`src/rv_exec_defines.svh`:
```
`ifndef RV_EXEC_DEFINES_SVH
`define RV_EXEC_DEFINES_SVH

// Data path width
`define XLEN 32

// Register index width and register count
`define REG_ADDR_W 5
`define NUM_REGS 32

// Major opcode field width
`define OPCODE_W 7

// Depth of the unsigned divide pipeline
// Must divide 32, each stage retires 32/DIVIDER_STAGES quotient bits
`define DIVIDER_STAGES 8

`endif

```
`src/rv_exec_pkg.sv`:
```
`include "rv_exec_defines.svh"

package rv_exec_pkg;

  // Data word and register index
  typedef logic [`XLEN-1:0] word_t;
  typedef logic [`REG_ADDR_W-1:0] reg_addr_t;

  // Major opcodes kept in this cluster
  typedef enum logic [`OPCODE_W-1:0] {
    OPC_OP_IMM = 7'b0010011,
    OPC_OP     = 7'b0110011,
    OPC_LUI    = 7'b0110111
  } opcode_e;

  // ALU operations
  typedef enum logic [3:0] {
    ALU_ADD,
    ALU_SUB,
    ALU_SLL,
    ALU_SLT,
    ALU_SLTU,
    ALU_XOR,
    ALU_SRL,
    ALU_SRA,
    ALU_OR,
    ALU_AND,
    // LUI result, operand b unchanged
    ALU_PASS_B
  } alu_op_e;

  // Encoded as funct3[1:0] of the M-extension divides
  typedef enum logic [1:0] {
    DIV_S = 2'b00,
    DIV_U = 2'b01,
    REM_S = 2'b10,
    REM_U = 2'b11
  } div_op_e;

  // Issue handshake state
  typedef enum logic {
    ISS_IDLE,
    ISS_ACK
  } issue_state_e;

endpackage

```
`src/int_alu.sv`:
```
`timescale 1ns/1ps
`include "rv_exec_defines.svh"

module int_alu
  import rv_exec_pkg::*;
(
  input  logic      clk,
  input  logic      rst,
  // Dispatch strobe, always accepted
  input  logic      valid_i,
  input  alu_op_e   op_i,
  input  word_t     a_i,
  input  word_t     b_i,
  input  reg_addr_t rd_i,
  // Registered result
  output logic      res_valid_o,
  output word_t     res_o,
  output reg_addr_t res_rd_o
);

  word_t      result;
  logic [4:0] shamt;

  // Shift amount from low 5 bits only
  assign shamt = b_i[4:0];

  always_comb begin
    case (op_i)
      ALU_ADD:    result = a_i + b_i;
      ALU_SUB:    result = a_i - b_i;
      ALU_SLL:    result = a_i << shamt;
      ALU_SLT:    result = {{(`XLEN-1){1'b0}}, $signed(a_i) < $signed(b_i)};
      ALU_SLTU:   result = {{(`XLEN-1){1'b0}}, a_i < b_i};
      ALU_XOR:    result = a_i ^ b_i;
      ALU_SRL:    result = a_i >> shamt;
      // Sign bit replicated
      ALU_SRA:    result = word_t'($signed(a_i) >>> shamt);
      ALU_OR:     result = a_i | b_i;
      ALU_AND:    result = a_i & b_i;
      ALU_PASS_B: result = b_i;
      default:    result = '0;
    endcase
  end

  always_ff @(posedge clk) begin
    if (rst) begin
      res_valid_o <= 1'b0;
    end else begin
      res_valid_o <= valid_i;
    end
  end

  always_ff @(posedge clk) begin
    if (valid_i) begin
      res_o    <= result;
      res_rd_o <= rd_i;
    end
  end

endmodule

```
`config.mk`:
```
export PLATFORM = sky130hd
export DESIGN_NAME = int_alu
export DESIGN_NICKNAME = d
export VERILOG_FILES = /design/src/rv_exec_pkg.sv /design/src/int_alu.sv
export VERILOG_INCLUDE_DIRS = /design/src
export SDC_FILE = /design/constraint.sdc
export NUM_CORES = 1
export LEC_CHECK = 0
export ABC_AREA = 0
export BUFFER_PORTS_ARGS = -buffer_cell sky130_fd_sc_hd__clkbuf_2
export CORE_UTILIZATION = 40
export DETAILED_ROUTE_END_ITERATION = 12
export MAX_ROUTING_LAYER = met4
export PLACE_DENSITY = 0.64
export SLEW_MARGIN = 20
export SYNTH_ARGS = -nofsm -noshare
export SYNTH_HDL_FRONTEND = slang
export SYNTH_SLANG_ARGS = --single-unit
export TNS_END_PERCENT = 30
```
`constraint.sdc`:
```
create_clock -name clk -period 5.3 [get_ports clk]
set_input_delay 0.265 -clock clk [delete_from_list [all_inputs] [get_ports clk]]
set_output_delay 0.265 -clock clk [all_outputs]
set_load 0.02 [all_outputs]
```
==> results.ini <==
[sta]
slew_headroom = 0.315
final-hold-violation-count = 0
setup_viol = 0
fin_hold_ws_ps = 114
finalCritPeriodShare = 0.730
tns_ps = 0
layout_setup_ws_ps = 1430
period_needed_ps = 3870
worst_pin_slew_ps = 1020
rsz0062_at_grt = false
clock.fmax_mhz = 259
slew_viol_final = 0

[synthesis]
synth_commonest_cells = nor2_1 (139), a21oi_1 (131), nand2_1 (101)
synth_top_area_frac = 0.121
ys_seq_area_frac = 0.109
synth_edf_count = 37
syn_area_per_cell_sq_um = 7.50
syn-cell-area_sq_mm = 0.0104
synth-main-ff-cell = edfxtp_1
yosysUniqueCellTypes = 83
synthArstFlopShare = 0
yosysMostFrequentCell = nor2_1
synth_nets = 1561
yosys-top-cells-area = ha_1 (12%), edfxtp_1 (11%), mux4_2 (8.5%)
yosys_warnings = 0
synth_seq_cells = 38
synthCells = 1383
synth.largest_area_cell = ha_1

[setup_path]
worst-setup-path-type = primary input to flip-flop
critPathMaxFanout = 41
cp_common_cell = o31ai_1
crit_buf_inv = 2
crit_required_ps = 5340
critical-path-top-delay-family = compound AO/OA/AOI/OAI gates
arrival_ps = 3910
slowest_delay_ps = 640
crit_chain = buf_4 > ha_1 > inv_1 > fa_1 > nor2b_1 > o31ai_1 > a31o_2 > a2111oi_1 > o2111ai_1 > a311o_1 > a2111oi_0 > o31ai_1
start_kind = primary input
worstSetupEndpointType = flip-flop
cpMaxStageDelayCell = a2111oi_1

[route]
first_iter_violations = 1570
first_pass_iters = 6
wirelength_um = 51000
vias = 12000
drc = 0
drtAntennaViolNets = 0
avgRoutedWirePerCell_um = 29.1
via_per_inst = 6.86

[power]
power_leakage_nw = 4.72
irDropWorstVdd_mv = 0.105
power_density_mw_per_mm2 = 175

[clock_tree]
cts-resized-gates = 0
numClockSinks = 38
cts_root_buf = clkbuf_16
cts_tree = yes
clk_pin_slew_worst_paths_ps = 70
h-tree-depth = 2
clock_path_buffers = 2
cts_buffers = 5
cts_setup_buffers = 0
cts_hold_buf = 0

[die]
rows = 58
initial_core_util = 0.409
ios = 114
die_y_um = 163
core-area_sq_mm = 0.0253
dieWidth_um = 163
die_area_sq_mm = 0.0266

[global_route]
grt_pass1_wl_um = 74600
track_usage = 0.394
grt-ovfl-total = 0
antenna_found_initial = 1
grt_max_degree = 90
grt_pass1_vias = 11200

[place]
pre_cts_ws_ps = 1240
gp_congestion = 1.04
numPortBuffers = 113
dp_hpwl_um = 39800

[final_layout]
n_fill_cell = 2614
nets = 1596
final_layout_size_suffix_gt1_frac = 0.165
syn2layout_area_growth_pct = 9.35

[status]
outcome = finished clean

[hold_path]
hold_path_class = primary input to flip-flop

[flow_run]
max_cap_viol_count = 0

-- layout make-up --
| cell class | instances | area, sq um | area share |
|---|---|---|---|
| antenna | 1 | 2.50 | 0.000221 |
| sequential | 38 | 1130 | 0.0997 |
| tap | 330 | 413 | 0.0364 |
| inverter | 94 | 353 | 0.0311 |
| timing repair buffer | 138 | 771 | 0.0680 |
| multi-input combinational | 1141 | 8480 | 0.747 |
| clock inverter | 3 | 68.8 | 0.00607 |
| clock buffer | 5 | 125 | 0.0110 |
-- report_power, final --
group / leakage, nW / internal, mW / total, mW / switching [mW]
combinational: 4.25 / 0.387 / 1.17 / 0.784
sequential: 0.368 / 0.379 / 0.390 / 0.0109
clock: 0.0940 / 0.272 / 0.425 / 0.153
-- metrics by stage --
stage          instances  total power, mW   util  instance area [sq um]
2_1_floorplan       1383             1.12      -                  10400
3_3_place_gp        1741             1.53  0.440                  11100
3_5_place_dp        1741             1.53  0.440                  11100
4_1_cts             1749             1.96  0.448                  11300
5_1_grt             1750             2.07  0.448                  11300
6_report            1750             1.99  0.448                  11300
-- flip-flops by register name (all words and copies together), names as in the netlist --
register / cells
res_rd_o: 5
res_o: 32
res_valid_o: 1
-- final timing paths --
check,from,to,slack [ps],depth (start not counted)
setup / recovery,b_i[0],res_o[22],1430,12
hold / removal,rst,res_valid_o,110,2
-- metal layers --
metal,global-route usage,vias up,share of wire
li1,-,5352,-
met1,0.544,5833,0.43
met2,0.574,709,0.43
met3,0.0716,105,0.10
met4,0.129,0,0.035
met5,-,-,0
-- cell usage in the layout (no fill, tap or decap), types with 14 or more instances in the layout --
cell type	n
clkbuf_2	110
mux2i_1	49
nor2_1	139
o21bai_1	14
a31oi_1	18
o22ai_1	18
o211ai_1	30
mux2_2	26
a221oi_1	20
nor2b_1	14
a22oi_1	25
a211oi_1	33
mux4_2	39
buf_4	26
inv_1	92
o21ai_0	76
o31ai_1	19
nand3_1	30
nor3_1	39
nand2_1	101
a21oi_1	131
ha_1	100
edfxtp_1	37
-- logic make-up (layout without fill, tap and decap cells) --
family | after synthesis | after routing | share of synthesized area
muxes | 116 | 116 | 0.163
DFF | 38 | 38 | 0.109
and+or+nand+nor | 408 | 408 | 0.186
buffers and inverters | 204 | 240 | 0.0790
other | 0 | 1 | 0
adders and majority gates | 102 | 102 | 0.125
xor gates and xnor gates | 4 | 4 | 0.00338
AOI/OAI and AO/OA | 511 | 511 | 0.335
Power figures use the tool's default switching activity.
