### src/rv_exec_defines.svh
`ifndef RV_EXEC_DEFINES_SVH
`define RV_EXEC_DEFINES_SVH

// Data path width
`define XLEN 32

// Register index width and register count
`define REG_ADDR_W 5
`define NUM_REGS 32

// Major opcode field width
`define OPCODE_W 7

// Depth of the unsigned divide pipeline
// Must divide 32, each stage retires 32/DIVIDER_STAGES quotient bits
`define DIVIDER_STAGES 8

`endif

### src/rv_exec_pkg.sv
`include "rv_exec_defines.svh"

package rv_exec_pkg;

  // Data word and register index
  typedef logic [`XLEN-1:0] word_t;
  typedef logic [`REG_ADDR_W-1:0] reg_addr_t;

  // Major opcodes kept in this cluster
  typedef enum logic [`OPCODE_W-1:0] {
    OPC_OP_IMM = 7'b0010011,
    OPC_OP     = 7'b0110011,
    OPC_LUI    = 7'b0110111
  } opcode_e;

  // ALU operations
  typedef enum logic [3:0] {
    ALU_ADD,
    ALU_SUB,
    ALU_SLL,
    ALU_SLT,
    ALU_SLTU,
    ALU_XOR,
    ALU_SRL,
    ALU_SRA,
    ALU_OR,
    ALU_AND,
    // LUI result, operand b unchanged
    ALU_PASS_B
  } alu_op_e;

  // Encoded as funct3[1:0] of the M-extension divides
  typedef enum logic [1:0] {
    DIV_S = 2'b00,
    DIV_U = 2'b01,
    REM_S = 2'b10,
    REM_U = 2'b11
  } div_op_e;

  // Issue handshake state
  typedef enum logic {
    ISS_IDLE,
    ISS_ACK
  } issue_state_e;

endpackage

### src/reg_file.sv
`timescale 1ns/1ps
`include "rv_exec_defines.svh"

module reg_file
  import rv_exec_pkg::*;
(
  input  logic      clk,
  input  logic      rst,
  // Read ports
  input  reg_addr_t rs1_i,
  input  reg_addr_t rs2_i,
  output word_t     rs1_data_o,
  output word_t     rs2_data_o,
  // Write port from writeback
  input  logic      we_i,
  input  reg_addr_t wd_rd_i,
  input  word_t     wd_data_i
);

  word_t regs_q [`NUM_REGS];

  // x0 never written, stays zero from reset
  always_ff @(posedge clk) begin
    if (rst) begin
      for (int i = 0; i < `NUM_REGS; i++) begin
        regs_q[i] <= '0;
      end
    end else if (we_i && wd_rd_i != '0) begin
      regs_q[wd_rd_i] <= wd_data_i;
    end
  end

  // x0 reads zero, then write-through of a same-cycle write
  assign rs1_data_o = (rs1_i == '0) ? '0 :
                      (we_i && wd_rd_i == rs1_i) ? wd_data_i : regs_q[rs1_i];
  assign rs2_data_o = (rs2_i == '0) ? '0 :
                      (we_i && wd_rd_i == rs2_i) ? wd_data_i : regs_q[rs2_i];

endmodule

### config.mk
export PLATFORM = sky130hd
export DESIGN_NAME = reg_file
export DESIGN_NICKNAME = d
export VERILOG_FILES = /design/src/rv_exec_pkg.sv /design/src/reg_file.sv
export VERILOG_INCLUDE_DIRS = /design/src
export SDC_FILE = /design/constraint.sdc
export NUM_CORES = 2
export LEC_CHECK = 0
export ABC_AREA = 1
export BUFFER_PORTS_ARGS = -buffer_cell sky130_fd_sc_hd__buf_2
export CAP_MARGIN = 15
export CELL_PAD_IN_SITES_DETAIL_PLACEMENT = 1
export CELL_PAD_IN_SITES_GLOBAL_PLACEMENT = 2
export CORE_UTILIZATION = 39
export DETAILED_ROUTE_END_ITERATION = 16
export HOLD_SLACK_MARGIN = 0.12
export PLACE_DENSITY_LB_ADDON = 0.08
export SLEW_MARGIN = 20
export SYNTH_ARGS = -nofsm -noshare
export SYNTH_HDL_FRONTEND = slang
export SYNTH_SLANG_ARGS = --single-unit
### constraint.sdc
create_clock -name clk -period 4.6 [get_ports clk]
set_clock_uncertainty 0.2 [all_clocks]
set_input_delay 1.38 -clock clk [delete_from_list [all_inputs] [get_ports clk]]
set_output_delay 1.38 -clock clk [all_outputs]
set_load 0.02 [all_outputs]
==> impl_metrics.ini <==
[outcome]
status = complete, but fails checks
violations = setup timing

[sta]
slew-limit-headroom = 0.277
fin_crit_sh = 1.04
setup_viol_count_final = 47
fmax_ghz = 0.210
finalHoldViolCount = 0
drv_slew = 0
rsz0062_at_grt = yes
setup_ws_ns = -0.164
timing.hold.ws_ns = 1.11
worst_pin_slew_ns = 1.08
min_period_ns = 4.76

[global_route]
grt_pass1_wl_microns = 399000
antenna_found_initial = 2
grt_pass1_vias = 56900
grt_start_max_net_pins = 45
overflow = 0
grtUsageTotal = 0.362

[setup_path]
max_stage_delay_ns = 0.28
cp.arrival_ns = 3.18
slowest_stage = bufbuf_16
worstPathCellList = buf_16 -> buf_16 -> buf_12 -> bufbuf_16 -> nand2_1 -> nand2_1 -> nand3_1 -> nand3_1 -> buf_6 -> nand3_2 -> nand2_2 -> a21oi_1 -> buf_4
cp.required_ns = 3.02
cp-end-kind = output pin
path_class = in -> out
cp_max_fo = 16
critPathLaunchType = input pin

[route]
first_pass_iters = 6
drtIter0Drc = 6164
drc_errors = 0
vias = 57600
wl_per_cell_microns = 29.3
wl_microns = 290000
ant_nets = 0
viasPerCell = 5.83

[synthesis]
yosys_warnings = 0
synthCells = 7430
synth-seq-cells = 1024
syn_area_sq_mm = 0.0588
synth_cell_types = 28
seq_area_frac_synth = 0.523
avgSynthCellArea_sq_um = 7.91

[worst_hold_path]
hold_path_end = regs_q[0][29]
hold_depth = 2
min-delay-start = rst
hp-class = in -> reg

[placement]
dp_slack_ns = -0.572
portBuffers = 113
gp_congestion = 0.932
post_dp_cell_area_sq_mm = 0.0652
dp_hpwl_microns = 176000

[cells_and_area]
nets = 7810
area_delta_synth_final_pct = 28.0
largest_register_ffs = 1024
antenna_cells = 0
regMostFlops = regs_q
final_cell_area_sq_mm = 0.0752
reg.largest.list = regs_q: 1024 flops
drive_gt1_frac = 0.208

[pwr]
p_leak_nw = 32.3
ir_drop_v = 0.000348
cellPowerDensity_mw_per_mm2 = 337

[clocking]
htree_levels = 3
clock-sinks = 1024
cts-buffers-inserted = 120
cts_root_buf = clkbuf_16
cts.clk_slew.worst_paths_ns = 0.06
cts_tree = built
clockBufferDepth = 3

[floorplan]
die_h_microns = 390
row_count = 142
die_width_microns = 390
start_util = 0.393
dieArea_sq_mm = 0.152
core_area_sq_mm = 0.150
io_pins = 114

[run]
drv_cap = 0
-- worst max-delay path: cells and delay by family --
kind	cells	cell delay [ns]
buffers and inverters	6	1.06
AND/OR/NAND/NOR	6	0.55
AO/OA/AOI/OAI	1	0.13
-- how the worst max path moves through the flow --
stage | cells after the start | start | to
global route | 14 | rs1_i[0] | rs1_data_o[16]
finish | 13 | rs1_i[0] | rs1_data_o[24]
global placement | 11 | rs2_i[0] | rs2_data_o[15]
floorplan | 10 | rs2_i[1] | rs2_data_o[10]
detailed placement | 11 | rs2_i[0] | rs2_data_o[15]
CTS | 12 | rs1_i[0] | rs1_data_o[0]
-- per-layer routing --
layer	up-vias	track usage	share of wire
li1	25100	-	-
met2	2748	0.584	0.46
met5	-	0	0.00016
met4	6	0.159	0.051
met3	614	0.0484	0.082
met1	29100	0.485	0.41
-- power by group --
part	total (mW)	switching [mW]	leakage [nW]	internal, mW
Sequential	11.0	0.236	9.75	10.8
Combinational	4.89	3.19	20.8	1.70
Clock	9.45	4.10	1.82	5.35
Total	25.3	7.52	32.3	17.8
-- synthesized netlist by cell type, drive strengths merged --
master / count / area [sq um]
nor2: 1343 / 5040
clkbuf: 303 / 1140
a21oi: 267 / 1340
conb: 1 / 3.75
nand2: 1799 / 6930
o211ai: 191 / 1430
edfxtp: 1024 / 30700
nor3: 10 / 145
o22ai: 5 / 31.3
buf: 338 / 1920
nand3: 1067 / 5360
o21ai: 387 / 1940
xor2: 2 / 17.5
inv: 634 / 2380
or2: 55 / 344
nand4: 2 / 12.5
clkinv: 2 / 7.51
-- area by class of cell --
cell class	count	area, sq um
clock buffer	151	3230
clock inverter	67	519
fill	17400	74500
inverter	636	2480
multi-input combinational	5160	25300
sequential	1024	30700
tap	2016	2520
timing repair buffer	817	10400
timing repair inverter	1	11.3
-- stage by stage --
step	instances	power, mW	util	TNS (ns)
3_5_place_dp	9503	15.2	0.435	-14.84
5_1_grt	9872	26.0	0.502	-4.68
3_3_place_gp	9503	15.1	0.435	-14.04
4_1_cts	9764	24.8	0.476	-3.94
6_report	9872	25.3	0.502	-2.88
2_1_floorplan	7461	13.2	-	0
-- repair_timing --
item                                   in CTS  in global routing
resized for setup                         388                593
gates cloned                               24                 53
pin swaps                                  35                191
hold buffers                                0                  0
endpoints found under the hold margin       0                  0
setup buffers                              19                 55
setup endpoints to repair                  64                 64
-- cell usage in the layout (no fill, tap or decap), drive strengths merged, types with 5 or more instances in the layout --
cell type / Yosys / routed
a21oi: 267 / 267
nor2: 1343 / 1343
conb: 1 / 32
bufbuf: 0 / 11
or2: 55 / 55
clkinv: 2 / 59
edfxtp: 1024 / 1024
clkinvlp: 0 / 5
nor3: 10 / 10
o211ai: 191 / 191
nand3: 1067 / 1067
bufinv: 0 / 8
o21ai: 387 / 387
nand2: 1799 / 1799
o22ai: 5 / 5
clkbuf: 303 / 198
inv: 634 / 632
buf: 338 / 759
-- kinds of logic after synthesis --
family	after synthesis	share of synthesized area
AOI/OAI and AO/OA	850	0.0807
xor gates and xnor gates	2	0.000298
DFF	1024	0.523
buffers and inverters	1277	0.0927
and+or+nand+nor	4276	0.303
other	1	0.0000638
Note: power is estimated with default switching activity, not from simulation.
