**src/rv_exec_defines.svh**
```systemverilog
`ifndef RV_EXEC_DEFINES_SVH
`define RV_EXEC_DEFINES_SVH

// Data path width
`define XLEN 32

// Register index width and register count
`define REG_ADDR_W 5
`define NUM_REGS 32

// Major opcode field width
`define OPCODE_W 7

// Depth of the unsigned divide pipeline
// Must divide 32, each stage retires 32/DIVIDER_STAGES quotient bits
`define DIVIDER_STAGES 8

`endif

```
**src/rv_exec_pkg.sv**
```systemverilog
`include "rv_exec_defines.svh"

package rv_exec_pkg;

  // Data word and register index
  typedef logic [`XLEN-1:0] word_t;
  typedef logic [`REG_ADDR_W-1:0] reg_addr_t;

  // Major opcodes kept in this cluster
  typedef enum logic [`OPCODE_W-1:0] {
    OPC_OP_IMM = 7'b0010011,
    OPC_OP     = 7'b0110011,
    OPC_LUI    = 7'b0110111
  } opcode_e;

  // ALU operations
  typedef enum logic [3:0] {
    ALU_ADD,
    ALU_SUB,
    ALU_SLL,
    ALU_SLT,
    ALU_SLTU,
    ALU_XOR,
    ALU_SRL,
    ALU_SRA,
    ALU_OR,
    ALU_AND,
    // LUI result, operand b unchanged
    ALU_PASS_B
  } alu_op_e;

  // Encoded as funct3[1:0] of the M-extension divides
  typedef enum logic [1:0] {
    DIV_S = 2'b00,
    DIV_U = 2'b01,
    REM_S = 2'b10,
    REM_U = 2'b11
  } div_op_e;

  // Issue handshake state
  typedef enum logic {
    ISS_IDLE,
    ISS_ACK
  } issue_state_e;

endpackage

```
**src/div_unit.sv**
```systemverilog
`timescale 1ns/1ps
`include "rv_exec_defines.svh"

module div_unit
  import rv_exec_pkg::*;
(
  input  logic                          clk,
  input  logic                          rst,
  // Dispatch strobe, always accepted
  input  logic                          valid_i,
  input  div_op_e                       op_i,
  input  word_t                         a_i,
  input  word_t                         b_i,
  input  reg_addr_t                     rd_i,
  // Result leaving the last stage
  output logic                          res_valid_o,
  output word_t                         res_o,
  output reg_addr_t                     res_rd_o,
  // Every tracker slot, for issue hazards
  output logic      [`DIVIDER_STAGES:0] pend_valid_o,
  output reg_addr_t [`DIVIDER_STAGES:0] pend_rd_o
);

  localparam int Stages = `DIVIDER_STAGES;
  localparam int Steps  = `XLEN / `DIVIDER_STAGES;

  // Slot 0 is the operand register, slot g+1 follows stage g
  logic      [Stages:0] trk_valid_q;
  reg_addr_t [Stages:0] trk_rd_q;
  logic      [Stages:0] trk_neg_a_q;
  logic      [Stages:0] trk_neg_b_q;
  div_op_e              trk_op_q [Stages+1];
  word_t                quo_q [Stages+1];
  word_t                rem_q [Stages+1];
  word_t                dsr_q [Stages+1];
  word_t                quo_d [Stages];
  word_t                rem_d [Stages];
  logic                 is_signed;
  logic                 neg_quo;

  // Steps restoring steps, quotient bits shift in where dividend bits leave
  function automatic logic [2*`XLEN-1:0] div_steps(input word_t rem, input word_t quo,
                                                   input word_t dsr);
    logic [`XLEN:0] trial;
    for (int s = 0; s < Steps; s++) begin
      trial = {rem, quo[`XLEN-1]} - {1'b0, dsr};
      if (trial[`XLEN]) begin
        // Borrow, restore
        rem = {rem[`XLEN-2:0], quo[`XLEN-1]};
        quo = {quo[`XLEN-2:0], 1'b0};
      end else begin
        rem = trial[`XLEN-1:0];
        quo = {quo[`XLEN-2:0], 1'b1};
      end
    end
    return {rem, quo};
  endfunction

  for (genvar g = 0; g < Stages; g++) begin : gen_stage
    assign {rem_d[g], quo_d[g]} = div_steps(rem_q[g], quo_q[g], dsr_q[g]);
  end

  assign is_signed = (op_i == DIV_S) || (op_i == REM_S);

  // Tracker valid bits move with the data
  always_ff @(posedge clk) begin
    if (rst) begin
      trk_valid_q <= '0;
    end else begin
      trk_valid_q <= {trk_valid_q[Stages-1:0], valid_i};
    end
  end

  always_ff @(posedge clk) begin
    // Operand register takes magnitudes for signed ops
    if (valid_i) begin
      quo_q[0]       <= (is_signed && a_i[`XLEN-1]) ? -a_i : a_i;
      dsr_q[0]       <= (is_signed && b_i[`XLEN-1]) ? -b_i : b_i;
      rem_q[0]       <= '0;
      trk_op_q[0]    <= op_i;
      trk_rd_q[0]    <= rd_i;
      trk_neg_a_q[0] <= is_signed && a_i[`XLEN-1];
      trk_neg_b_q[0] <= is_signed && b_i[`XLEN-1];
    end
    for (int i = 0; i < Stages; i++) begin
      quo_q[i+1]       <= quo_d[i];
      rem_q[i+1]       <= rem_d[i];
      dsr_q[i+1]       <= dsr_q[i];
      trk_op_q[i+1]    <= trk_op_q[i];
      trk_rd_q[i+1]    <= trk_rd_q[i];
      trk_neg_a_q[i+1] <= trk_neg_a_q[i];
      trk_neg_b_q[i+1] <= trk_neg_b_q[i];
    end
  end

  // Sign fix-up, divide by zero keeps the all-ones quotient
  assign neg_quo = (trk_neg_a_q[Stages] ^ trk_neg_b_q[Stages]) && (dsr_q[Stages] != '0);

  always_comb begin
    case (trk_op_q[Stages])
      DIV_S:   res_o = neg_quo ? -quo_q[Stages] : quo_q[Stages];
      DIV_U:   res_o = quo_q[Stages];
      // Remainder takes the dividend sign
      REM_S:   res_o = trk_neg_a_q[Stages] ? -rem_q[Stages] : rem_q[Stages];
      default: res_o = rem_q[Stages];
    endcase
  end

  assign res_valid_o  = trk_valid_q[Stages];
  assign res_rd_o     = trk_rd_q[Stages];
  assign pend_valid_o = trk_valid_q;
  assign pend_rd_o    = trk_rd_q;

endmodule

```
**config.mk**
```make
export PLATFORM = sky130hd
export DESIGN_NAME = div_unit
export DESIGN_NICKNAME = d
export VERILOG_FILES = /design/src/rv_exec_pkg.sv /design/src/div_unit.sv
export VERILOG_INCLUDE_DIRS = /design/src
export SDC_FILE = /design/constraint.sdc
export NUM_CORES = 2
export LEC_CHECK = 0
export ABC_AREA = 1
export BUFFER_PORTS_ARGS = -buffer_cell sky130_fd_sc_hd__buf_2
export CAP_MARGIN = 15
export CORE_UTILIZATION = 40
export DETAILED_ROUTE_END_ITERATION = 16
export HOLD_SLACK_MARGIN = 0.05
export SLEW_MARGIN = 10
export SYNTH_ARGS = -nofsm -noshare
export SYNTH_HDL_FRONTEND = slang
export SYNTH_SLANG_ARGS = --single-unit
```
**constraint.sdc**
```tcl
create_clock -name clk -period 19.9 [get_ports clk]
set_input_delay 5.97 -clock clk [delete_from_list [all_inputs] [get_ports clk]]
set_output_delay 5.97 -clock clk [all_outputs]
set_load 0.01 [all_outputs]
```
==> flow_summary.yaml <==
status:
  status: "finished clean"
clocking:
  cts-root-buf: "clkbuf_16"
  cts_buffers: 105
  tritoncts: "yes"
  clkLatencyLatePin_ps: 800
  cts.sinks: 922
  post_cts_resized: 0
  path_clk_slew_ps: 60
  hold_buffers: 0
  ctsLongestPathBuffers: 3
  cts_max_level: 3
  post_cts_buffers: 0
die:
  ios: 166
  die-area_sq_um: 230800
  start_util_pct: 40.24
  coreArea_sq_um: 227500
  die_h_um: 480.4
  num_rows: 175
  die_w_um: 480.4
grt:
  grt_usage_pct: 28.49
  grt-ovfl-total: 0
  antenna_found_initial: 28
  grt_max_degree: 60
  grt_pass1_wl_um: 509300
  grt_pass1_vias: 87153
yosys:
  ys_ff_latch: 922
  synth_compound_area_share_pct: 18.09
  ys_seq_area_share_pct: 20.96
  synth.distinct_cells: 67
  async_flop_share_pct: 0
  syn-instance-count: 14128
  yosysMostFrequentCell: "nand2_1"
  synthXorXnorAreaFrac_pct: 8.812
  synthFlopType: "dfxtp_1"
  syn_area_sq_um: 91540
  muxShareOfSynthArea_pct: 0
  synth_area_per_cell_sq_um: 6.479
  synthTopCellsByArea: "dfxtp_1 (19%), nand2_1 (15%), ha_1 (14%)"
  synth_edf_count: 73
  yosys_warnings: 0
  synth_common_cells: "nand2_1 (3,688), inv_1 (1,633), a21oi_1 (1,205), nor2_1 (1,100), ha_1 (998)"
  synth_top_family_by_area: "simple AND/OR/NAND/NOR gates"
  synth-simple-area-share_pct: 29.32
  synthAdderAreaFrac_pct: 14.32
  synth_top_cell_area_share_pct: 18.57
  yosysTopAreaCell: "dfxtp_1"
timing:
  whs_ps: 281.5
  setup_ws_ps: 7229
  hold_viol: 0
  final.setup_skew_ps: 91.91
  setup_viol: 0
  fmax_mhz: 78.92
  setup-tns-final_ps: 0
  rsz0062_at_grt: "no"
  tightest_slew_ps: 1234
  final-max-slew-violation-count: 0
  fin_crit_ps: 12670
  period_share_pct: 63.67
  slew_headroom_pct: 16.85
placement:
  gp_congestion: 1.029
  place_ws_ps: 7430
  port_buffers: 165
  dp_hpwl_um: 287500
cells_and_area:
  area_growth_pct: 7.873
  fillers: 24475
  fin_nets: 15292
  ff_latch_area_sq_um: 19190
  multiInputGateArea_sq_um: 64640
  drive_above_1_share_pct: 4.908
worst_hold_path:
  holdCritStartpoint: "dsr_q[0][154]$_DFF_P_"
  hold-path-endpoint: "dsr_q[0][186]$_DFF_P_"
  hold_depth: 0
  hp-class: "flip-flop to flip-flop"
worst_setup_path:
  critical_path_class: "flip-flop to flip-flop"
  worst-path-max-fanout: 54
  path_buf_inv: 9
  crit_path_start_kind: "flip-flop"
  path_common_cell: "nand2_1"
  crit_required_ps: 20520
  timing.rr.end: "rem_q[0][222]$_DFF_P_"
  cp_slowest_cell: "inv_2"
  reg2regPathDepth: 53
  rr_startpoint: "dsr_q[0][186]$_DFF_P_"
  arrival_ps: 13290
  crit_path_end_kind: "flip-flop"
  reg2reg_slack_ps: 7230
  crit_family: "simple AND/OR/NAND/NOR gates"
  slowest_delay_ps: 670
detailed_routing:
  wirelength_um: 341800
  detail_route.wl_per_cell_um: 19.72
  routed-via-count: 93903
  viasPerCell: 5.418
  drt_first_pass_iters: 6
  final_antenna_net_count: 0
  first_iter_violations: 7656
  drc: 0
job:
  maxCapViolations: 0
## kinds of logic (layout without fill, tap and decap cells)
logic type	Yosys count	count (layout)
XOR/XNOR	921	921
AND/OR/NAND/NOR	6371	6371
other	1	56
AO/OA/AOI/OAI	2966	2966
adder cells (fa/ha/maj)	1029	1029
buffers and inverters	1918	2058
flip-flops	922	922
## area by class of cell
type                       count  share of cell area, %
sequential                   922                  19.43
clock buffer                 128                  2.862
tap                         3009                  3.813
antenna                       41                 0.1039
timing repair buffer         194                  1.059
inverter                    1664                  6.325
multi-input combinational  11302                  65.46
clock inverter                72                 0.9402
## layout by cell type (no fill, tap or decap), types with 14 or more instances in the layout
| master | netlist | layout |
|---|---|---|
| nand3b_1 | 42 | 42 |
| nand3_2 | 42 | 42 |
| buf_2 | 111 | 164 |
| a21oi_1 | 1205 | 1205 |
| o21ai_2 | 73 | 73 |
| a31oi_1 | 123 | 123 |
| xnor2_1 | 421 | 421 |
| or2_2 | 51 | 51 |
| a21boi_0 | 48 | 48 |
| a211oi_1 | 18 | 18 |
| inv_1 | 1633 | 1633 |
| o21ai_1 | 141 | 142 |
| o211ai_1 | 29 | 29 |
| dfxtp_1 | 849 | 849 |
| fa_1 | 31 | 31 |
| and2_1 | 22 | 22 |
| xor2_1 | 500 | 500 |
| diode_2 | 0 | 41 |
| clkbuf_16 | 0 | 107 |
| nor3_1 | 210 | 210 |
| a21o_1 | 86 | 86 |
| inv_2 | 30 | 30 |
| o21bai_1 | 119 | 119 |
| nand2_1 | 3688 | 3686 |
| nand3_1 | 881 | 881 |
| nand2_2 | 83 | 85 |
| o2111ai_1 | 25 | 25 |
| o221ai_1 | 17 | 17 |
| nor2_1 | 1100 | 1097 |
| conb_1 | 1 | 15 |
| ha_1 | 998 | 998 |
| nor4_1 | 71 | 71 |
| nand4_1 | 135 | 135 |
| buf_4 | 47 | 30 |
| inv_6 | 0 | 15 |
| edfxtp_1 | 73 | 73 |
| o21a_1 | 64 | 64 |
| o21ai_0 | 961 | 960 |
| clkbuf_1 | 61 | 14 |
## worst max path at each step
stage	slack (ps)	to	depth (start not counted)	startpoint
after floorplan	11490	rem_q[0][214]$_DFF_P_	59	dsr_q[0][161]$_DFF_P_
after global placement	7450	rem_q[0][188]$_DFF_P_	53	dsr_q[0][129]$_DFF_P_
after detailed placement	7430	rem_q[0][188]$_DFF_P_	53	dsr_q[0][129]$_DFF_P_
after CTS	7350	rem_q[0][190]$_DFF_P_	53	dsr_q[0][129]$_DFF_P_
after global routing	6180	rem_q[0][221]$_DFF_P_	53	dsr_q[0][186]$_DFF_P_
final	7230	rem_q[0][222]$_DFF_P_	53	dsr_q[0][186]$_DFF_P_
## per-stage QoR
step                      area, sq um  utilization (%)  cells
final                           98740            43.40  17332
after global routing            98730            43.40  17326
after CTS                       98640            43.36  17291
after detailed placement        94890            41.71  17091
after global placement          94890            41.71  17091
after floorplan                 91590                -  14142
## routing by layer
metal  up-vias  GRT usage [%]  routed length, um
met5         -              0                 23
met4         4          18.57              24440
met3       816          2.796              18070
met2      3090          48.33             158400
met1     42722          34.24             140800
li1      47271              -                  -
## flip-flops by register name, summed over array words and instances (netlist names)
signal and cells:
trk_neg_a_q 9, trk_op_q 18, quo_q 288, pend_rd_o 40, rem_q 256, pend_valid_o 9
trk_neg_b_q 9, dsr_q 288, res_rd_o 5
Power is left out: the tool's default activity adds up to more than one toggle a clock period on the data nets, which glitch-free logic cannot reach.
