`config.mk`:
```
export PLATFORM = sky130hd
export DESIGN_NAME = issue_ctrl
export DESIGN_NICKNAME = d
export VERILOG_FILES = /design/src/rv_exec_pkg.sv /design/src/issue_ctrl.sv
export VERILOG_INCLUDE_DIRS = /design/src
export SDC_FILE = /design/constraint.sdc
export NUM_CORES = 1
export LEC_CHECK = 0
export ABC_CLOCK_PERIOD_IN_PS = 9200
export BUFFER_PORTS_ARGS = -buffer_cell sky130_fd_sc_hd__clkbuf_2
export CAP_MARGIN = 25
export CORE_MARGIN = 2
export CORE_UTILIZATION = 47
export CTS_CLUSTER_DIAMETER = 120
export DETAILED_ROUTE_END_ITERATION = 10
export PLACE_DENSITY_LB_ADDON = 0.08
export SLEW_MARGIN = 20
export SYNTH_ARGS = -nofsm -noshare
export SYNTH_HDL_FRONTEND = slang
export SYNTH_SLANG_ARGS = --single-unit
```
`constraint.sdc`:
```
create_clock -name clk -period 9.2 [get_ports clk]
set_input_delay 1.38 -clock clk [delete_from_list [all_inputs] [get_ports clk]]
set_output_delay 1.38 -clock clk [all_outputs]
set_load 0.05 [all_outputs]
```
`src/rv_exec_defines.svh`:
```
`ifndef RV_EXEC_DEFINES_SVH
`define RV_EXEC_DEFINES_SVH

// Data path width
`define XLEN 32

// Register index width and register count
`define REG_ADDR_W 5
`define NUM_REGS 32

// Major opcode field width
`define OPCODE_W 7

// Depth of the unsigned divide pipeline
// Must divide 32, each stage retires 32/DIVIDER_STAGES quotient bits
`define DIVIDER_STAGES 8

`endif

```
`src/rv_exec_pkg.sv`:
```
`include "rv_exec_defines.svh"

package rv_exec_pkg;

  // Data word and register index
  typedef logic [`XLEN-1:0] word_t;
  typedef logic [`REG_ADDR_W-1:0] reg_addr_t;

  // Major opcodes kept in this cluster
  typedef enum logic [`OPCODE_W-1:0] {
    OPC_OP_IMM = 7'b0010011,
    OPC_OP     = 7'b0110011,
    OPC_LUI    = 7'b0110111
  } opcode_e;

  // ALU operations
  typedef enum logic [3:0] {
    ALU_ADD,
    ALU_SUB,
    ALU_SLL,
    ALU_SLT,
    ALU_SLTU,
    ALU_XOR,
    ALU_SRL,
    ALU_SRA,
    ALU_OR,
    ALU_AND,
    // LUI result, operand b unchanged
    ALU_PASS_B
  } alu_op_e;

  // Encoded as funct3[1:0] of the M-extension divides
  typedef enum logic [1:0] {
    DIV_S = 2'b00,
    DIV_U = 2'b01,
    REM_S = 2'b10,
    REM_U = 2'b11
  } div_op_e;

  // Issue handshake state
  typedef enum logic {
    ISS_IDLE,
    ISS_ACK
  } issue_state_e;

endpackage

```
`src/issue_ctrl.sv`:
```
`timescale 1ns/1ps
`include "rv_exec_defines.svh"

module issue_ctrl
  import rv_exec_pkg::*;
(
  input  logic                            clk,
  input  logic                            rst,
  // Four-phase issue handshake
  input  logic                            req_i,
  input  word_t                           insn_i,
  output logic                            ack_o,
  // Register file read
  output reg_addr_t                       rs1_o,
  output reg_addr_t                       rs2_o,
  input  word_t                           rs1_data_i,
  input  word_t                           rs2_data_i,
  // ALU dispatch
  output logic                            alu_valid_o,
  output alu_op_e                         alu_op_o,
  output word_t                           alu_a_o,
  output word_t                           alu_b_o,
  output reg_addr_t                       alu_rd_o,
  // Divider dispatch
  output logic                            div_valid_o,
  output div_op_e                         div_op_o,
  output word_t                           div_a_o,
  output word_t                           div_b_o,
  output reg_addr_t                       div_rd_o,
  // Divider tracker slots
  input  logic      [`DIVIDER_STAGES:0]   pend_valid_i,
  input  reg_addr_t [`DIVIDER_STAGES:0]   pend_rd_i
);

  opcode_e      opcode;
  logic [2:0]   funct3;
  logic [6:0]   funct7;
  reg_addr_t    rd;
  word_t        imm_i;
  word_t        imm_u;
  logic         alt_op;
  logic         is_alu;
  logic         is_div;
  logic         uses_rs1;
  logic         uses_rs2;
  alu_op_e      dec_alu_op;
  word_t        op_b;
  issue_state_e state_q;
  logic         rec_valid_q;
  reg_addr_t    rec_rd_q;
  // Index 0 is the divide just dispatched, index j is tracker slot j-1
  logic      [`DIVIDER_STAGES+1:0] slot_valid;
  reg_addr_t [`DIVIDER_STAGES+1:0] slot_rd;
  logic         raw_hazard;
  logic         waw_hazard;
  logic         wb_collision;
  logic         accept;

  // Field extraction
  assign opcode = opcode_e'(insn_i[6:0]);
  assign rd     = insn_i[11:7];
  assign funct3 = insn_i[14:12];
  assign rs1_o  = insn_i[19:15];
  assign rs2_o  = insn_i[24:20];
  assign funct7 = insn_i[31:25];
  assign imm_i  = {{(`XLEN-12){insn_i[31]}}, insn_i[31:20]};
  assign imm_u  = {insn_i[31:12], 12'b0};
  // SUB and SRA/SRAI, bit 30 is not a sub select in ADDI
  assign alt_op = funct7[5] && (opcode == OPC_OP || funct3 == 3'b101);

  always_comb begin
    is_alu = 1'b0;
    is_div = 1'b0;
    op_b   = rs2_data_i;
    case (funct3)
      3'b000:  dec_alu_op = alt_op ? ALU_SUB : ALU_ADD;
      3'b001:  dec_alu_op = ALU_SLL;
      3'b010:  dec_alu_op = ALU_SLT;
      3'b011:  dec_alu_op = ALU_SLTU;
      3'b100:  dec_alu_op = ALU_XOR;
      3'b101:  dec_alu_op = alt_op ? ALU_SRA : ALU_SRL;
      3'b110:  dec_alu_op = ALU_OR;
      default: dec_alu_op = ALU_AND;
    endcase
    case (opcode)
      OPC_OP_IMM: begin
        is_alu = 1'b1;
        op_b   = imm_i;
      end
      OPC_OP: begin
        // MUL group is not supported here
        is_div = (funct7 == 7'b0000001) && funct3[2];
        is_alu = (funct7 == 7'b0000000) ||
                 (funct7 == 7'b0100000 && (funct3 == 3'b000 || funct3 == 3'b101));
      end
      OPC_LUI: begin
        is_alu     = 1'b1;
        op_b       = imm_u;
        dec_alu_op = ALU_PASS_B;
      end
      default: ;
    endcase
  end

  // LUI has no sources, OP-IMM only rs1
  assign uses_rs1 = (is_alu || is_div) && opcode != OPC_LUI;
  assign uses_rs2 = is_div || (is_alu && opcode == OPC_OP);

  assign slot_valid = {pend_valid_i, div_valid_o};
  assign slot_rd    = {pend_rd_i, div_rd_o};

  // Hazards against results not yet in the register file
  always_comb begin
    raw_hazard = 1'b0;
    waw_hazard = 1'b0;
    if (rec_valid_q && rec_rd_q != '0) begin
      raw_hazard |= (uses_rs1 && rs1_o == rec_rd_q) || (uses_rs2 && rs2_o == rec_rd_q);
    end
    for (int i = 0; i < `DIVIDER_STAGES + 2; i++) begin
      if (slot_valid[i] && slot_rd[i] != '0) begin
        raw_hazard |= (uses_rs1 && rs1_o == slot_rd[i]) || (uses_rs2 && rs2_o == slot_rd[i]);
        // Keep same-rd writebacks in issue order
        waw_hazard |= (is_alu || is_div) && rd == slot_rd[i];
      end
    end
  end

  // Divide two slots short of the output would share the ALU writeback cycle
  assign wb_collision = is_alu && slot_valid[`DIVIDER_STAGES-1];

  assign accept = (state_q == ISS_IDLE) && req_i &&
                  !(raw_hazard || waw_hazard || wb_collision);
  assign ack_o  = (state_q == ISS_ACK);

  always_ff @(posedge clk) begin
    if (rst) begin
      state_q     <= ISS_IDLE;
      alu_valid_o <= 1'b0;
      div_valid_o <= 1'b0;
      rec_valid_q <= 1'b0;
    end else begin
      alu_valid_o <= accept && is_alu;
      div_valid_o <= accept && is_div;
      // ALU op now inside int_alu
      rec_valid_q <= alu_valid_o;
      case (state_q)
        ISS_IDLE: if (accept) state_q <= ISS_ACK;
        default:  if (!req_i) state_q <= ISS_IDLE;
      endcase
    end
  end

  // Dispatch payload
  always_ff @(posedge clk) begin
    rec_rd_q <= alu_rd_o;
    if (accept) begin
      alu_op_o <= dec_alu_op;
      alu_a_o  <= rs1_data_i;
      alu_b_o  <= op_b;
      alu_rd_o <= rd;
      div_op_o <= div_op_e'(funct3[1:0]);
      div_a_o  <= rs1_data_i;
      div_b_o  <= rs2_data_i;
      div_rd_o <= rd;
    end
  end

endmodule

```
==> results.cfg, run 1 <==
[sta]
tns_ps = 0
period_minus_slack_ps = 3980
relSlewSlack_pct = 31.8
worst_pin_slew_ps = 1020
fmax_mhz = 251
rsz0062_at_grt = false
timing_hold_violations_final = 0
fin_skew_ps = 6.89
slew_violations = 0
setup_viol = 0
fin_crit_sh_pct = 43.3

[outcome]
status = complete, no violations

[final_layout]
area_growth_pct = 28.7
n_antenna_cell = 0
drive_gt1_share_pct = 44.7
utilization_pct = 61.6
nets = 948

[clock_network]
cts_resized = 0
htreeDepth = 4
clk_pin_slew_ps = 50
clockBufferDepth = 2
numCtsBuffers = 17
clkSinkCount = 116
cts_tree = yes
hold_buffers = 0
clock_latency_ps = 410
cts_root_buf = clkbuf_16
post_cts_buffers = 0

[power]
pwr_density_cell_nw_per_um2 = 197
finalPower_uw = 1670
power.leakage_uw = 0.00352
vdd_ir_drop_max_mv = 0.120

[logic_synthesis]
synth.yosys.seq_area_share_pct = 51.5
ys_async_sr_fraction_pct = 0
synth.most_common_cell = edfxtp_1
synth_edf_count = 107
synth_area_leaders = edfxtp_1, xnor2_1, xor2_1, buf_4, nor4_1
synth_top_cell_by_area = edfxtp_1
avgSynthCellArea_um2 = 12.2
yosysUniqueCellTypes = 47
synth_top_area_share_pct = 48.7
syn_area_um2 = 6600
synth_seq_cells = 116
synth_cells = 541
yosys-top-cells-count = edfxtp_1, xnor2_1, xor2_1
syn_nets = 694
yosysWarnings = 0
synth_ff_type = edfxtp_1

[floorplanning]
die_w_um = 122
dieHeight_um = 122
rows = 43
design.portCount = 310
dieArea_um2 = 15000
initial_core_util_pct = 47.9
fp.coreArea_um2 = 13800

[place]
gp_congestion = 0.943
portBuffers = 309
dp_hpwl_mm = 14.1

[grt]
grt_antenna_before_repair = 0
gr-usage-all-layers_pct = 24.9
grt_first_pass_wirelength_mm = 27.7
grt_pass1_vias = 5032
gr-total-overflow = 0
grt_max_degree = 59

[route]
finalWirelength_mm = 19.0
drtIter0Drc = 464
final_antenna_net_count = 0
vias = 5327
viasPerCell = 5.39
wire_per_inst_um = 19.2
dr.pass1.iters = 5
drc = 0

[worst_setup_path]
path_max_fanout = 58
endpoint_kind = flop
path_delay_family = simple AND/OR/NAND/NOR gates
path_cells = clkbuf_2 > or4_1 > o21ai_2 > nor4_1 > nor4_1 > a31oi_1 > or2_1 > a211oi_4 > buf_4
crit_path_max_incr_delay_ps = 610
cp.arrival_ps = 4020
required_ps = 9230
start_kind = input port
worst_path_max_delay_cell = buf_4
critPathMostFrequentCell = nor4_1
path_buf_inv = 2
crit_type = input port to flop

[worst_hold_path]
hold_path.class = flop to flop

[run]
maxCapViolations = 0
final cells by class:
class,instances,area [µm²]
flip-flops and latches,116,3390
fillers,1177,5280
inverters,5,18.8
clock buffers,19,433
clock inverters,13,156
repair buffers,313,1580
multi-input cells,342,2690
well taps,180,225
per-layer routing:
layer  share of wire [%]  vias up  routed length [µm]  global-route usage, %
li1                    -     2462                   -                      -
met1                  39     2566                7420                   30.0
met2                  51      267                9620                   43.0
met3                 8.0       32                1520                   6.74
met4                 2.3        0                 441                   8.84
met5                   0        -                   0                      0
sequential cells by signal (all words and copies together) (netlist names):
name,cells
alu_valid_o,1
div_valid_o,1
ack_o,1
div_a_o,32
rec_rd_q,5
div_op_o,2
div_rd_o,5
alu_op_o,4
alu_b_o,32
rec_valid_q,1
div_b_o,32
path summary, 6_finish.rpt:
path	startpoint	end	slack [ps]	cells past startpoint
setup / recovery	pend_rd_i[31]	alu_b_o[19]	5220	9
hold / removal	alu_valid_o	rec_valid_q	470	1
setup reg to reg	div_rd_o[1]	alu_b_o[19]	5750	8
hold reg to reg	alu_valid_o	rec_valid_q	470	1
stage by stage:
step | hold slack, ps | area, µm² | cells | setup WS (ps)
after floorplan | 700 | 6600 | 541 | 1520
after global placement | 463 | 7900 | 956 | 4840
after detailed placement | 463 | 7900 | 956 | 4780
after CTS | 472 | 8490 | 988 | 5210
after global routing | 493 | 8490 | 988 | 5060
final | 470 | 8490 | 988 | 5220
logic make-up after synthesis:
kind of cell | synth area share (%)
flops | 51.5
buf+inv | 8.04
xor+xnor | 21.4
mux | 0.171
compound gates | 8.40
simple gates | 10.5
cells in the final DEF (no fill, tap or decap), types with 5 or more instances in the layout:
cell type,Yosys,routed
nor2_1,6,5
clkbuf_16,0,17
a21oi_1,5,5
a221o_1,19,19
xor2_1,65,65
inv_1,5,5
xnor2_1,96,96
nor4_1,34,34
nand2_1,6,6
o21ai_2,6,6
clkbuf_2,0,309
edfxtp_1,107,107
nand3_1,31,31
a22o_1,11,11
dfxtp_1,9,9
or4_1,11,11
power breakdown:
group	internal (µW)	switching (µW)
clock network	424	229
registers	620	15.3
logic	106	275
total	1150	520
Note: power is estimated with default switching activity, not from simulation.
==> run 2: changes to the inputs <==
--- a/config.mk
+++ b/config.mk
@@ -6,11 +6,11 @@
 export SDC_FILE = /design/constraint.sdc
 export NUM_CORES = 1
 export LEC_CHECK = 0
-export ABC_CLOCK_PERIOD_IN_PS = 9200
+export ABC_CLOCK_PERIOD_IN_PS = 3300
 export BUFFER_PORTS_ARGS = -buffer_cell sky130_fd_sc_hd__clkbuf_2
 export CAP_MARGIN = 25
 export CORE_MARGIN = 2
-export CORE_UTILIZATION = 47
+export CORE_UTILIZATION = 43
 export CTS_CLUSTER_DIAMETER = 120
 export DETAILED_ROUTE_END_ITERATION = 10
 export PLACE_DENSITY_LB_ADDON = 0.08
==> constraint.sdc (replaced) <==
create_clock -name clk -period 3.3 [get_ports clk]
set_input_delay 0.495 -clock clk [delete_from_list [all_inputs] [get_ports clk]]
set_output_delay 0.495 -clock clk [all_outputs]
set_load 0.05 [all_outputs]
==> run 2 against run 1 <==
Net effect: sequential power grew to 2.8 times the previous value; die area grew 9.0%; clock skew shrank 1.3 ps; sequential cell count is the same; register-to-register slack lost 5400 ps; clock power grew to 2.8 times the previous value; first-iteration DRC count shrank 31%; critical path depth is the same; design area grew 2.4%; largest cell class unchanged; largest power group unchanged.
==> results.cfg, run 2 (synthesis gave the netlist of run 1 again) <==
[power]
vdd_ir_drop_max_mv = 0.334
finalPower_uw = 4720
pwr_density_cell_nw_per_um2 = 543
power.leakage_uw = 0.00364

[final_layout]
nets = 967
drive_gt1_share_pct = 45.6
fillers = 1325
multi_input_area_um2 = 2690
final_common_cell = clkbuf_2
area_growth_pct = 31.9
seqCellArea_um2 = 3390
largestRegisters = alu_b_o: 32 flops, div_a_o: 32 flops, div_b_o: 32 flops
n_antenna_cell = 0
layout_common_cells = clkbuf_2, edfxtp_1, xnor2_1

[sta]
period_minus_slack_ps = 2950
fin_crit_sh_pct = 89.4
setup_viol = 0
slew_violations = 0
tns_ps = 0
fin_skew_ps = 5.57
relSlewSlack_pct = 57.7
rsz0062_at_grt = false
timing_hold_violations_final = 0
fmax_mhz = 339
worst_pin_slew_ps = 629

[grt]
gr-total-overflow = 0
gr-usage-all-layers_pct = 23.8
grt_first_pass_wirelength_mm = 29.2
grt_antenna_before_repair = 0
grt_pass1_vias = 5213
grt_max_degree = 33

[route]
viasPerCell = 5.36
wire_per_inst_um = 19.7
finalWirelength_mm = 20.0
dr.pass1.iters = 5
drtIter0Drc = 319
final_antenna_net_count = 0
drc = 0
vias = 5432

[worst_setup_path]
reg2reg_slack_ps = 350
worst_path_max_delay_cell = or4_1
required_ps = 3400
r2r_start = div_rd_o[4]
timing.rr.end = div_b_o[29]
start_kind = flop
cp.arrival_ps = 3050
path_cells = or4_1 > o21ai_2 > nor4_1 > nor4_1 > a31oi_1 > or2_1 > a211oi_4 > buf_12 > buf_12
reg2reg_depth = 9
crit_path_max_incr_delay_ps = 560
crit_type = flop to flop
path_max_fanout = 24
endpoint_kind = flop

[worst_hold_path]
min_to = div_a_o[23]
hold_depth = 1
hold_path.class = input port to flop
min_from = rs1_data_i[23]

[clock_network]
post_cts_buffers = 0
cts_resized = 0
cts_tree = yes
hold_buffers = 0
cts_root_buf = clkbuf_16
htreeDepth = 4
clk_pin_slew_ps = 50
numCtsBuffers = 17
clkSinkCount = 116
clock_latency_ps = 400
clockBufferDepth = 2

[floorplanning]
initial_core_util_pct = 43.7
dieHeight_um = 128
rows = 45
fp.coreArea_um2 = 15100
dieArea_um2 = 16300
die_w_um = 128
design.portCount = 310

[place]
dp_hpwl_mm = 15.4
gp_congestion = 0.932
portBuffers = 309

[run]
maxCapViolations = 0

[outcome]
status = complete, no violations
run 2: cell types whose count changed in the layout (fill, tap and decap cells not counted):
cell,previous run,this run
buf_12,0,4
buf_4,4,19
clkinv_1,1,4
clkinvlp_4,4,2
inv_6,2,0
clkbuf_1,2,1
clkinv_2,3,1
clkinv_4,0,1
bufinv_16,3,4
run 2: critical path, delay by kind of cell, from the launching register on:
| family | cells | cell delay (ps) |
|---|---|---|
| buffers and inverters | 2 | 390 |
| AND/OR/NAND/NOR | 4 | 1220 |
| AO/OA/AOI/OAI | 3 | 640 |
| flip-flops | 1 | 390 |
run 2: final cells by class:
class / instances / share of cell area [%]
clock buffers: 18 / 4.94
repair buffers: 332 / 20.3
inverters: 5 / 0.216
clock inverters: 12 / 1.88
flip-flops and latches: 116 / 39.0
well taps: 188 / 2.71
multi-input cells: 342 / 30.9
run 2: metrics by stage:
step | cells | hold slack, ps | cell area, µm² | setup WS, ps | utilization, %
after global placement | 983 | 497 | 8100 | 66.3 | 53.7
final | 1013 | 266 | 8700 | 351 | 57.6
after global routing | 1013 | 243 | 8700 | 189 | 57.6
after CTS | 1013 | 251 | 8700 | 337 | 57.6
after floorplan | 541 | 567 | 6600 | -1950 | -
after detailed placement | 983 | 489 | 8100 | 45.0 | 53.7
run 2: layer usage:
metal	track usage [%]	part of all wire, %	wire length, µm
met5	0	0	0
met1	28.6	40	7980
met2	42.6	51	10300
met3	5.63	7.1	1420
met4	7.11	1.6	315
run 2: worst max-delay path by stage:
stage	start	end	slack (ps)
6_report	div_rd_o[4]	div_b_o[29]	350
5_1_grt	div_rd_o[4]	alu_b_o[29]	190
4_1_cts	div_rd_o[4]	alu_b_o[17]	340
3_5_place_dp	pend_rd_i[21]	div_b_o[29]	50
3_3_place_gp	pend_rd_i[41]	div_a_o[9]	70
2_1_floorplan	div_rd_o[4]	alu_b_o[0]	-1950
run 2: where the power goes:
part           total, µW  switching (µW)  internal [µW]
clock network       1850             610           1240
logic               1100             781            323
registers           1770            41.0           1730
